<file path="src/hdl/gtp_pkg.sv">
package gtp_pkg;

  // Wishbone word addresses
  localparam logic [31:0] ADDR_CONTROL   = 32'd0;
  localparam logic [31:0] ADDR_STATUS    = 32'd1;
  localparam logic [31:0] ADDR_SATA_ERRS = 32'd2;
  localparam logic [31:0] ADDR_PCIE_ERRS = 32'd3;
  localparam logic [31:0] ADDR_ERR_CLEAR = 32'd4;

  // Control register single bits
  localparam int CTL_SATA_RESET = 0;
  localparam int CTL_PCIE_RESET = 1;
  localparam int CTL_INT_EN     = 2;

  // Control register fields
  localparam int CTL_PRE_AMP_LO = 4;
  localparam int CTL_PRE_AMP_HI = 5;
  localparam int CTL_TX_DIFF_LO = 8;
  localparam int CTL_TX_DIFF_HI = 11;

  // Status word bits, SATA and PCIe interleaved
  localparam int ST_SATA_PLL_DETECT = 0;
  localparam int ST_PCIE_PLL_DETECT = 1;
  localparam int ST_SATA_RESET_DONE = 2;
  localparam int ST_PCIE_RESET_DONE = 3;
  localparam int ST_SATA_LOCKED     = 4;
  localparam int ST_PCIE_LOCKED     = 5;
  localparam int ST_SATA_RX_IDLE    = 6;
  localparam int ST_PCIE_RX_IDLE    = 7;
  localparam int ST_SATA_TX_IDLE    = 8;
  localparam int ST_PCIE_TX_IDLE    = 9;
  localparam int ST_SATA_LOSS_SYNC  = 10;
  localparam int ST_PCIE_LOSS_SYNC  = 11;
  localparam int ST_SATA_ALIGNED    = 12;
  localparam int ST_PCIE_ALIGNED    = 13;

  // Byte lanes in the transceiver's per-byte error flags
  localparam int LANE_BYTES = 4;

endpackage

</file>
<file path="src/hdl/lane_monitor.sv">
`timescale 1ns/100ps

module lane_monitor
  import gtp_pkg::*;
#(
  parameter int ERR_CNT_W = 16
)(
  input  logic                  clk,
  input  logic                  rst,
  input  logic                  i_lane_reset,
  input  logic                  i_pll_detect,
  input  logic                  i_dcm_locked,
  input  logic                  i_reset_done,
  input  logic                  i_byte_aligned,
  input  logic [LANE_BYTES-1:0] i_disparity_error,
  input  logic [LANE_BYTES-1:0] i_not_in_table,
  input  logic                  i_clear,
  output logic                  o_error,
  output logic                  o_ready,
  output logic [ERR_CNT_W-1:0]  o_err_count
);

  logic count_en;

  // Any bad byte or lost alignment counts as an error
  assign o_error = (|i_disparity_error) || (|i_not_in_table) || !i_byte_aligned;

  // Lane is usable once out of reset with PLL and DCM settled
  assign o_ready = !i_lane_reset && i_pll_detect && i_dcm_locked && i_reset_done;

  // Only errors seen on a ready lane are counted
  assign count_en = o_error && o_ready;

  always_ff @(posedge clk) begin
    if (rst || i_lane_reset) begin
      o_err_count <= '0;
    end else if (i_clear) begin
      o_err_count <= '0;
    end else if (count_en && !(&o_err_count)) begin
      o_err_count <= o_err_count + 1'b1;
    end
  end

  // Counter only moves down through clear or reset
  a_count_monotonic: assert property (
    @(posedge clk) disable iff (rst)
    (!$past(rst) && !$past(i_lane_reset) && !$past(i_clear))
      |-> (o_err_count >= $past(o_err_count))
  ) else $error("lane_monitor: error count decreased without clear");

endmodule

</file>
<file path="src/hdl/sata_oob_ctrl.sv">
`timescale 1ns/100ps

module sata_oob_ctrl (
  input  logic clk,
  input  logic rst,
  input  logic i_lane_reset,
  input  logic i_reset_done,
  input  logic i_comm_wake,
  input  logic i_comm_init,
  output logic o_comm_start,
  output logic o_comm_type
);

  logic wake_pending;
  logic init_pending;
  logic seq_reset;

  assign seq_reset = rst || i_lane_reset;

  always_ff @(posedge clk) begin
    if (seq_reset) begin
      o_comm_start <= 1'b0;
      o_comm_type  <= 1'b0;
      wake_pending <= 1'b0;
      init_pending <= 1'b0;
    end else if (!i_reset_done) begin
      // Drop everything while the transceiver is still coming up
      o_comm_start <= 1'b0;
      o_comm_type  <= 1'b0;
      wake_pending <= 1'b0;
      init_pending <= 1'b0;
    end else begin
      o_comm_start <= 1'b0;

      if (i_comm_wake) begin
        wake_pending <= 1'b1;
        o_comm_type  <= 1'b1;
      end

      // Init overrides the type and holds off any pending start
      if (i_comm_init) begin
        init_pending <= 1'b1;
        o_comm_type  <= 1'b0;
      end else if (init_pending) begin
        o_comm_start <= 1'b1;
        init_pending <= 1'b0;
      end else if (wake_pending) begin
        o_comm_start <= 1'b1;
        wake_pending <= 1'b0;
      end
    end
  end

  // No start pulse while the transceiver reports reset not done
  a_start_needs_done: assert property (
    @(posedge clk) disable iff (seq_reset)
    o_comm_start |-> i_reset_done
  ) else $error("sata_oob_ctrl: start high while reset done low");

endmodule

</file>
<file path="src/hdl/wb_gtp_regs.sv">
`timescale 1ns/100ps

module wb_gtp_regs
  import gtp_pkg::*;
#(
  parameter logic [1:0] RX_PREAMP = 2'h3,
  parameter logic [3:0] TX_DIFF   = 4'h6,
  parameter int         ERR_CNT_W = 16
)(
  input  logic                 clk,
  input  logic                 rst,
  // Wishbone slave
  input  logic                 i_wbs_cyc,
  input  logic                 i_wbs_stb,
  input  logic                 i_wbs_we,
  input  logic [31:0]          i_wbs_adr,
  input  logic [31:0]          i_wbs_dat,
  input  logic [3:0]           i_wbs_sel,
  output logic                 o_wbs_ack,
  output logic [31:0]          o_wbs_dat,
  output logic                 o_wbs_int,
  // Transceiver status
  input  logic                 i_sata_pll_detect,
  input  logic                 i_pcie_pll_detect,
  input  logic                 i_sata_reset_done,
  input  logic                 i_pcie_reset_done,
  input  logic                 i_sata_locked,
  input  logic                 i_pcie_locked,
  input  logic                 i_sata_rx_idle,
  input  logic                 i_pcie_rx_idle,
  input  logic                 i_sata_tx_idle,
  input  logic                 i_pcie_tx_idle,
  input  logic                 i_sata_loss_sync,
  input  logic                 i_pcie_loss_sync,
  input  logic                 i_sata_aligned,
  input  logic                 i_pcie_aligned,
  // Lane error counters
  input  logic [ERR_CNT_W-1:0] i_sata_err_count,
  input  logic [ERR_CNT_W-1:0] i_pcie_err_count,
  output logic [31:0]          o_control,
  output logic                 o_clear_counts
);

  logic [31:0] status;
  logic        access;
  logic        counts_nonzero;

  // New access only when the previous ack has been dropped
  assign access = i_wbs_cyc && i_wbs_stb && !o_wbs_ack;

  assign counts_nonzero = (i_sata_err_count != '0) || (i_pcie_err_count != '0);

  always_comb begin
    status                     = '0;
    status[ST_SATA_PLL_DETECT] = i_sata_pll_detect;
    status[ST_PCIE_PLL_DETECT] = i_pcie_pll_detect;
    status[ST_SATA_RESET_DONE] = i_sata_reset_done;
    status[ST_PCIE_RESET_DONE] = i_pcie_reset_done;
    status[ST_SATA_LOCKED]     = i_sata_locked;
    status[ST_PCIE_LOCKED]     = i_pcie_locked;
    status[ST_SATA_RX_IDLE]    = i_sata_rx_idle;
    status[ST_PCIE_RX_IDLE]    = i_pcie_rx_idle;
    status[ST_SATA_TX_IDLE]    = i_sata_tx_idle;
    status[ST_PCIE_TX_IDLE]    = i_pcie_tx_idle;
    status[ST_SATA_LOSS_SYNC]  = i_sata_loss_sync;
    status[ST_PCIE_LOSS_SYNC]  = i_pcie_loss_sync;
    status[ST_SATA_ALIGNED]    = i_sata_aligned;
    status[ST_PCIE_ALIGNED]    = i_pcie_aligned;
  end

  always_ff @(posedge clk) begin
    if (rst) begin
      o_wbs_ack      <= 1'b0;
      o_wbs_dat      <= 32'h0;
      o_wbs_int      <= 1'b0;
      o_clear_counts <= 1'b0;
      o_control      <= 32'h0;
      o_control[CTL_PRE_AMP_HI:CTL_PRE_AMP_LO] <= RX_PREAMP;
      o_control[CTL_TX_DIFF_HI:CTL_TX_DIFF_LO] <= TX_DIFF;
    end else begin
      o_clear_counts <= 1'b0;
      o_wbs_int      <= o_control[CTL_INT_EN] && counts_nonzero;

      // Master has seen the ack
      if (o_wbs_ack && !i_wbs_stb) begin
        o_wbs_ack <= 1'b0;
      end

      if (access) begin
        if (i_wbs_we) begin
          case (i_wbs_adr)
            ADDR_CONTROL: begin
              for (int b = 0; b < 4; b++) begin
                if (i_wbs_sel[b]) begin
                  o_control[8*b +: 8] <= i_wbs_dat[8*b +: 8];
                end
              end
            end
            ADDR_ERR_CLEAR: begin
              o_clear_counts <= 1'b1;
            end
            default: begin
            end
          endcase
        end else begin
          case (i_wbs_adr)
            ADDR_CONTROL:   o_wbs_dat <= o_control;
            ADDR_STATUS:    o_wbs_dat <= status;
            ADDR_SATA_ERRS: o_wbs_dat <= 32'(i_sata_err_count);
            ADDR_PCIE_ERRS: o_wbs_dat <= 32'(i_pcie_err_count);
            default: begin
            end
          endcase
        end
        o_wbs_ack <= 1'b1;
      end
    end
  end

  // Ack only answers a strobe seen on the previous edge
  a_ack_needs_stb: assert property (
    @(posedge clk) disable iff (rst)
    $rose(o_wbs_ack) |-> $past(i_wbs_stb && i_wbs_cyc)
  ) else $error("wb_gtp_regs: ack raised without strobe");

endmodule

</file>
<file path="src/hdl/gtp_platform_top.sv">
`timescale 1ns/100ps

module gtp_platform_top
  import gtp_pkg::*;
#(
  parameter logic [1:0] RX_PREAMP = 2'h3,
  parameter logic [3:0] TX_DIFF   = 4'h6,
  parameter int         ERR_CNT_W = 16
)(
  input  logic                  clk,
  input  logic                  rst,
  // Wishbone slave
  input  logic                  i_wbs_cyc,
  input  logic                  i_wbs_stb,
  input  logic                  i_wbs_we,
  input  logic [31:0]           i_wbs_adr,
  input  logic [31:0]           i_wbs_dat,
  input  logic [3:0]            i_wbs_sel,
  output logic                  o_wbs_ack,
  output logic [31:0]           o_wbs_dat,
  output logic                  o_wbs_int,
  // SATA transceiver health
  input  logic                  i_sata_pll_detect,
  input  logic                  i_sata_reset_done,
  input  logic                  i_sata_locked,
  input  logic                  i_sata_rx_idle,
  input  logic                  i_sata_tx_idle,
  input  logic                  i_sata_loss_sync,
  input  logic                  i_sata_aligned,
  input  logic [LANE_BYTES-1:0] i_sata_disparity_error,
  input  logic [LANE_BYTES-1:0] i_sata_not_in_table,
  // PCIe transceiver health
  input  logic                  i_pcie_pll_detect,
  input  logic                  i_pcie_reset_done,
  input  logic                  i_pcie_locked,
  input  logic                  i_pcie_rx_idle,
  input  logic                  i_pcie_tx_idle,
  input  logic                  i_pcie_loss_sync,
  input  logic                  i_pcie_aligned,
  input  logic [LANE_BYTES-1:0] i_pcie_disparity_error,
  input  logic [LANE_BYTES-1:0] i_pcie_not_in_table,
  // SATA link layer OOB requests
  input  logic                  i_sata_tx_comm_wake,
  input  logic                  i_sata_tx_comm_init,
  // Transceiver control
  output logic                  o_sata_reset,
  output logic                  o_pcie_reset,
  output logic [1:0]            o_rx_pre_amp,
  output logic [3:0]            o_tx_diff_swing,
  output logic                  o_sata_comm_start,
  output logic                  o_sata_comm_type,
  output logic                  o_sata_error,
  output logic                  o_pcie_error,
  output logic                  o_platform_ready
);

  logic [31:0]          control;
  logic                 clear_counts;
  logic [ERR_CNT_W-1:0] sata_err_count;
  logic [ERR_CNT_W-1:0] pcie_err_count;

  // Lane resets follow the system reset or software
  assign o_sata_reset    = rst || control[CTL_SATA_RESET];
  assign o_pcie_reset    = rst || control[CTL_PCIE_RESET];
  assign o_rx_pre_amp    = control[CTL_PRE_AMP_HI:CTL_PRE_AMP_LO];
  assign o_tx_diff_swing = control[CTL_TX_DIFF_HI:CTL_TX_DIFF_LO];

  lane_monitor #(.ERR_CNT_W(ERR_CNT_W)) sata_mon (
    .clk               (clk),
    .rst               (rst),
    .i_lane_reset      (o_sata_reset),
    .i_pll_detect      (i_sata_pll_detect),
    .i_dcm_locked      (i_sata_locked),
    .i_reset_done      (i_sata_reset_done),
    .i_byte_aligned    (i_sata_aligned),
    .i_disparity_error (i_sata_disparity_error),
    .i_not_in_table    (i_sata_not_in_table),
    .i_clear           (clear_counts),
    .o_error           (o_sata_error),
    .o_ready           (o_platform_ready),
    .o_err_count       (sata_err_count)
  );

  // Platform readiness is judged on the SATA lane alone
  lane_monitor #(.ERR_CNT_W(ERR_CNT_W)) pcie_mon (
    .clk               (clk),
    .rst               (rst),
    .i_lane_reset      (o_pcie_reset),
    .i_pll_detect      (i_pcie_pll_detect),
    .i_dcm_locked      (i_pcie_locked),
    .i_reset_done      (i_pcie_reset_done),
    .i_byte_aligned    (i_pcie_aligned),
    .i_disparity_error (i_pcie_disparity_error),
    .i_not_in_table    (i_pcie_not_in_table),
    .i_clear           (clear_counts),
    .o_error           (o_pcie_error),
    .o_ready           (),
    .o_err_count       (pcie_err_count)
  );

  sata_oob_ctrl sata_oob (
    .clk          (clk),
    .rst          (rst),
    .i_lane_reset (o_sata_reset),
    .i_reset_done (i_sata_reset_done),
    .i_comm_wake  (i_sata_tx_comm_wake),
    .i_comm_init  (i_sata_tx_comm_init),
    .o_comm_start (o_sata_comm_start),
    .o_comm_type  (o_sata_comm_type)
  );

  wb_gtp_regs #(
    .RX_PREAMP (RX_PREAMP),
    .TX_DIFF   (TX_DIFF),
    .ERR_CNT_W (ERR_CNT_W)
  ) regs (
    .clk               (clk),
    .rst               (rst),
    .i_wbs_cyc         (i_wbs_cyc),
    .i_wbs_stb         (i_wbs_stb),
    .i_wbs_we          (i_wbs_we),
    .i_wbs_adr         (i_wbs_adr),
    .i_wbs_dat         (i_wbs_dat),
    .i_wbs_sel         (i_wbs_sel),
    .o_wbs_ack         (o_wbs_ack),
    .o_wbs_dat         (o_wbs_dat),
    .o_wbs_int         (o_wbs_int),
    .i_sata_pll_detect (i_sata_pll_detect),
    .i_pcie_pll_detect (i_pcie_pll_detect),
    .i_sata_reset_done (i_sata_reset_done),
    .i_pcie_reset_done (i_pcie_reset_done),
    .i_sata_locked     (i_sata_locked),
    .i_pcie_locked     (i_pcie_locked),
    .i_sata_rx_idle    (i_sata_rx_idle),
    .i_pcie_rx_idle    (i_pcie_rx_idle),
    .i_sata_tx_idle    (i_sata_tx_idle),
    .i_pcie_tx_idle    (i_pcie_tx_idle),
    .i_sata_loss_sync  (i_sata_loss_sync),
    .i_pcie_loss_sync  (i_pcie_loss_sync),
    .i_sata_aligned    (i_sata_aligned),
    .i_pcie_aligned    (i_pcie_aligned),
    .i_sata_err_count  (sata_err_count),
    .i_pcie_err_count  (pcie_err_count),
    .o_control         (control),
    .o_clear_counts    (clear_counts)
  );

endmodule

</file>
<file path="config.mk">
export PLATFORM = sky130hd
export DESIGN_NAME = gtp_platform_top
export DESIGN_NICKNAME = d
export VERILOG_FILES = /design/src/hdl/gtp_pkg.sv /design/src/hdl/lane_monitor.sv /design/src/hdl/sata_oob_ctrl.sv /design/src/hdl/wb_gtp_regs.sv /design/src/hdl/gtp_platform_top.sv
export SDC_FILE = /design/constraint.sdc
export NUM_CORES = 1
export LEC_CHECK = 0
export ABC_AREA = 1
export BUFFER_PORTS_ARGS = -buffer_cell sky130_fd_sc_hd__buf_2
export CORE_MARGIN = 4
export CORE_UTILIZATION = 53
export CTS_CLUSTER_SIZE = 8
export DETAILED_ROUTE_END_ITERATION = 10
export PLACE_DENSITY = 0.8
export SLEW_MARGIN = 20
export SYNTH_ARGS = -nofsm -noshare
export SYNTH_HDL_FRONTEND = slang
export SYNTH_SLANG_ARGS = --single-unit
</file>
<file path="constraint.sdc">
create_clock -name clk -period 2.35 [get_ports clk]
set_input_delay 0.705 -clock clk [delete_from_list [all_inputs] [get_ports clk]]
set_output_delay 0.705 -clock clk [all_outputs]
set_load 0.01 [all_outputs]
</file>
Word level (Yosys, flattened, before mapping) --
Index checks and enable logic that the tools add are counted.
Cells by class: reductions and logical operators 52, $add $sub $neg 2, bitwise operators 3, eq/ne operators 4, multiplexer cells 11
Operator list (count):
- 32-bit case mux with 4 select lines | 1
- 32-bit by 2-bit equality test with 1-bit output, second input constant | 2
- 16-bit by 1-bit adder with 16-bit output, second input constant | 2
- 32-bit by 1-bit equality test with 1-bit output, second input constant | 1
- 32-bit by 3-bit equality test with 1-bit output, second input constant | 1
- 32-bit logical NOT | 1
- 16-bit AND reduction | 2
- 16-bit nonzero test | 2
- 4-bit AND reduction | 4
- 4-bit OR reduction | 4
- 1-bit logical AND | 14
- 1-bit two-way mux | 10
- 1-bit logical OR | 9
- 1-bit logical NOT | 8
- 2-bit OR reduction | 3
- 3-bit OR reduction | 2
- 4-bit nonzero test | 1
- 1-bit NOT | 3
- 3-bit AND reduction | 1
- 2-bit nonzero test | 1
Storage, ports and cells: register bits 103, output and inout port bits 47

Depth between registers and ports, before layout --
depth after elaboration 7, gate-level depth with buffers 13

Hierarchy --
A second synthesis with hierarchy kept.
Second synthesis, totals: cell total of the unflattened synthesis 926, area total of the unflattened synthesis 5660.4 um^2
By module, submodules not included:
- wb_gtp_regs | seq. area each 1341.3 um^2, times used 1, cells an instance 576, area an instance 3489.6 um^2
- lane_monitor | seq. area each 320.3 um^2, times used 2, cells an instance 163, area an instance 1004.7 um^2
- sata_oob_ctrl | seq. area each 80.1 um^2, times used 1, cells an instance 19, area an instance 142.6 um^2
- gtp_platform_top | seq. area each 0.0 um^2, times used 1, cells an instance 5, area an instance 18.8 um^2

Least setup slack after synthesis --
OpenSTA, ideal clock, no wires.
path kind input to register, start point in i_wbs_adr[31], end point reg regs.o_wbs_dat[21], stages on the path 12, data required time 2235 ps, path buffers 2, data arrival time 1870 ps, path slack 365 ps, cells stage by stage nor2_1 nand2_1 nor2_2 nand2_4 nor2_4 nor2_4 buf_6 buf_6 nand3_1 nand3_1 nand2_1 nor2_1
On the way: word-level cells in the longest chain between the ends 3
Ends and longest elaborated chain:
- start: declaration | line gtp_platform_top.sv:16 | input logic [31:0] i_wbs_adr,
- 32-bit by 1-bit equality test with 1-bit output, or another cell as far along | line wb_gtp_regs.sv:106 | case (i_wbs_adr)
- 4-bit nonzero test (no line)
- 3-bit AND reduction (no line)
- end signal: assignment | line wb_gtp_regs.sv:107 | ADDR_CONTROL: o_wbs_dat <= o_control;
- end signal: assignment | line wb_gtp_regs.sv:108 | ADDR_STATUS: o_wbs_dat <= status;
- end signal: assignment | line wb_gtp_regs.sv:109 | ADDR_SATA_ERRS: o_wbs_dat <= 32'(i_sata_err_count);
- end: declaration | line wb_gtp_regs.sv:20 | output logic [31:0] o_wbs_dat,
Several ways; a longest one is shown, not always the timed one. A chain may end at the register's enable or synchronous reset.

Final worst setup path --
start point in rst, end point out o_platform_ready
On the way: word-level cells in the longest chain between the ends 5
Ends and longest elaborated chain:
- start: declaration | line gtp_platform_top.sv:11 | input logic rst,
- 1-bit logical OR | line gtp_platform_top.sv:63 | assign o_sata_reset = rst || control[CTL_SATA_RESET];
- 1-bit logical NOT | line lane_monitor.sv:29 | assign o_ready = !i_lane_reset && i_pll_detect && i_dcm_locked && i_reset_done;
- 1-bit logical AND (3 in a row) | line lane_monitor.sv:29
- end: declaration | line gtp_platform_top.sv:54 | output logic o_platform_ready
Every way passes these cells.

==> results_dict.tcl <==
set metrics [dict create \
    wl_per_cell_um 12.88 \
    core_area_um2 10370 \
    h-tree-depth 3 \
    setup_tns_ps 0 \
    powerDensity_nw_per_um2 442.5 \
    synthDistinctLibCells 30 \
    core.rowCount 37 \
    nNetsFinal 1142 \
    synthMuxAreaShare 0 \
    wl_um 15110 \
    hpwl_um 11930 \
    synth_compound_area_frac 0.07122 \
    io_buffers 151 \
    synth_seq_cells 103 \
    path_depth 5 \
    cts_root_buffer "clkbuf_8" \
    finalHoldViolations 0 \
    die_height_um 111.3 \
    cp.arrival_ps 1440 \
    drtAntennaViolNets 0 \
    cts_hold_buffers 0 \
    clk-insertion-delay-late_ps 370 \
    cp-end-kind "primary output" \
    cts_sinks 103 \
    grt_pass1_wl_um 25230 \
    synth.cell_area_um2 5657 \
    synth_warnings 0 \
    slew-limit-headroom 0.6813 \
    min_period_ps 2149 \
    startpoint_type "input port" \
    clock_path_buffers 2 \
    synthesis.nets 995 \
    start_util 0.5455 \
    cp.required_ps 1640 \
    cp_max_fo 3 \
    rsz0062_at_grt "no" \
    pin_count 152 \
    slowest_delay_ps 190 \
    vias 5848 \
    worstPathCellList "buf_2, nor2_1, nand2_1, nor2_1, buf_2" \
    power.share.sequential 0.592 \
    routabilityCongestion 0.9080 \
    synthCells 886 \
    min_period_over_period 0.9145 \
    rr_endpoint "pcie_mon.o_err_count[3]" \
    internal-power_mw 2.233 \
    synth_fa_ha_area_frac 0.008848 \
    clk_pin_slew_ps 90 \
    drcViolationCount 0 \
    min_path_type "reg2reg" \
    worstReg2RegStart "pcie_mon.o_err_count[0]" \
    fill_cells 1024 \
    switchingPower_uw 729.5 \
    path_class "in2out" \
    cts_tree "built" \
    layout-drive-gt1-share 0.2141 \
    p_comb_frac 0.070 \
    drv_cap 0 \
    syn_area_per_cell_um2 6.385 \
    ir_worst_vdd_mv 0.3518 \
    synthXorXnorAreaFrac 0.03097 \
    total_power_mw 2.963 \
    cp_slowest_cell "nor2_1" \
    final-setup-viol-count 0 \
    leakage_nw 3.243 \
    grt_pass1_vias 5391 \
    postCtsSetupRepairBufs 0 \
    grt_use_total 0.2425 \
    clkPwrFrac 0.338 \
    grt_remaining_overflow 0 \
    drtIter0Drc 396 \
    crit_buf_inv 2 \
    yosysSeqAreaShare 0.3645 \
    reg2reg_depth 10 \
    diodes 0 \
    cts_resized 0 \
    cts_made_buffers 9 \
    worstMarginPinSlew_ps 476.4 \
    post_drt_via_cell_ratio 4.986 \
    max_freq_mhz 465.3 \
    synthSimpleGateAreaFrac 0.4223 \
    die_w_um 111.3 \
    antenna_found_initial 0 \
    drt-pass1-iter-count 5 \
    dieArea_um2 12390 \
    maxSlewViolCount 0 \
    grt_max_degree 54 \
    reg2reg_slack_ps 430 \
    crit_end "o_platform_ready" \
    areaGrowthSynthToFinish_pct 18.36 \
    synth_top_family_by_area "simple AND/OR/NAND/NOR gates" \
    fin_skew_ps 15.00 \
    setup.worst_path.start "rst" \
    swShare 0.2462 \
    cp_top_family "simple AND/OR/NAND/NOR gates" \
    status "finished, final reports clean" \
]
## state kept, by name, indices dropped and copies added (netlist names)
| name | cells |
|---|---|
| regs.o_control | 32 |
| regs.o_wbs_dat | 32 |
| pcie_mon.o_err_count | 16 |
| sata_mon.o_err_count | 16 |
| regs.o_clear_counts | 1 |
| regs.o_wbs_ack | 1 |
| regs.o_wbs_int | 1 |
| sata_oob.init_pending | 1 |
| sata_oob.o_comm_start | 1 |
| sata_oob.o_comm_type | 1 |
| sata_oob.wake_pending | 1 |
## cell usage after synthesis
cell      count  area share
inv_1        86       0.057
and3_1        1      0.0011
buf_4         9       0.012
nand2_2       1      0.0011
nor3_2        3      0.0053
o21ai_4       1      0.0029
dfxtp_1     103        0.36
or2_2         1      0.0011
clkbuf_1      9      0.0060
buf_2         9      0.0080
clkinv_1      4      0.0027
nor4_1        7      0.0077
nor2_1      202        0.13
nand3_1      38       0.034
buf_6         7       0.014
inv_2         4      0.0027
xor2_1       15       0.023
nand3_2      10       0.018
ha_1          4      0.0088
o31ai_1       1      0.0013
nor2_2        6      0.0066
nand2_4       4      0.0080
nor3_1       34       0.030
a21oi_1      33       0.029
a21oi_2       1      0.0015
xnor2_1       5      0.0077
nor2_4        6       0.012
o21ai_0      41       0.036
nand2_1     232        0.15
nand4_1       9       0.010
## final cells by class
class                      instances  area [um2]  share of cell area
clock buffer                       9       123.9             0.01850
clock inverter                     6       46.29            0.006915
inverter                          94       352.8             0.05270
multi-input combinational        655        3017              0.4506
sequential                       103        2062              0.3080
tap                              136       170.2             0.02542
timing repair buffer             170       923.4              0.1379
## how the worst min path moves through the flow
| stage | slack [ps] | start | end | cells past startpoint |
|---|---|---|---|---|
| 2_1_floorplan | 420 | sata_oob.wake_pending | sata_oob.wake_pending | 1 |
| 3_3_place_gp | 440 | sata_oob.wake_pending | sata_oob.wake_pending | 1 |
| 3_5_place_dp | 440 | sata_oob.wake_pending | sata_oob.wake_pending | 1 |
| 4_1_cts | 460 | sata_oob.wake_pending | sata_oob.wake_pending | 1 |
| 5_1_grt | 490 | sata_oob.wake_pending | sata_oob.wake_pending | 1 |
| 6_report | 460 | sata_oob.wake_pending | sata_oob.wake_pending | 1 |
## power groups by stage
stage	logic [mW]	registers (mW)	clock network (mW)
after floorplan	0.0787	1.79	0
after global routing	0.233	1.76	1.08
after detailed placement	0.207	1.79	0
final	0.208	1.75	1.00
after CTS	0.208	1.75	1.02
after global placement	0.206	1.79	0
## logic make-up after synthesis
kind of cell / Yosys count
fa+ha+maj: 4
flops: 103
xor+xnor: 20
compound gates: 77
simple gates: 554
buf+inv: 128
## layout by cell type (no fill, tap or decap), types with 3 or more instances in the layout
| master | instances |
|---|---|
| a21oi_1 | 33 |
| buf_2 | 151 |
| buf_4 | 17 |
| clkbuf_8 | 9 |
| clkinv_1 | 4 |
| dfxtp_1 | 103 |
| ha_1 | 4 |
| inv_1 | 86 |
| inv_2 | 4 |
| nand2_1 | 232 |
| nand2_4 | 4 |
| nand3_1 | 38 |
| nand3_2 | 10 |
| nand4_1 | 9 |
| nor2_1 | 202 |
| nor2_2 | 6 |
| nor2_4 | 6 |
| nor3_1 | 34 |
| nor3_2 | 3 |
| nor4_1 | 7 |
| o21ai_0 | 41 |
| xnor2_1 | 5 |
| xor2_1 | 15 |
## per-stage QoR
step / hold slack [ps] / instance area, um2 / instances / util / setup slack, ps
finish: 456.5 / 6695 / 1173 / 0.6456 / 200.9
global route: 491.8 / 6695 / 1173 / 0.6456 / 158.2
CTS: 455.1 / 6695 / 1173 / 0.6456 / 210.9
detailed placement: 442.1 / 6525 / 1158 / 0.6292 / 74.23
global placement: 438.3 / 6525 / 1158 / 0.6292 / 96.83
floorplan: 422.7 / 5657 / 886 / - / 364.8
## per-layer routing
metal,track usage,up-vias,wire [um]
met4,0.06326,0,311
met3,0.04694,27,1013
met5,0,-,0
met1,0.3323,2576,6938
met2,0.3932,205,6841
li1,-,3040,-
No activity file was read; power rests on OpenSTA's default activity.
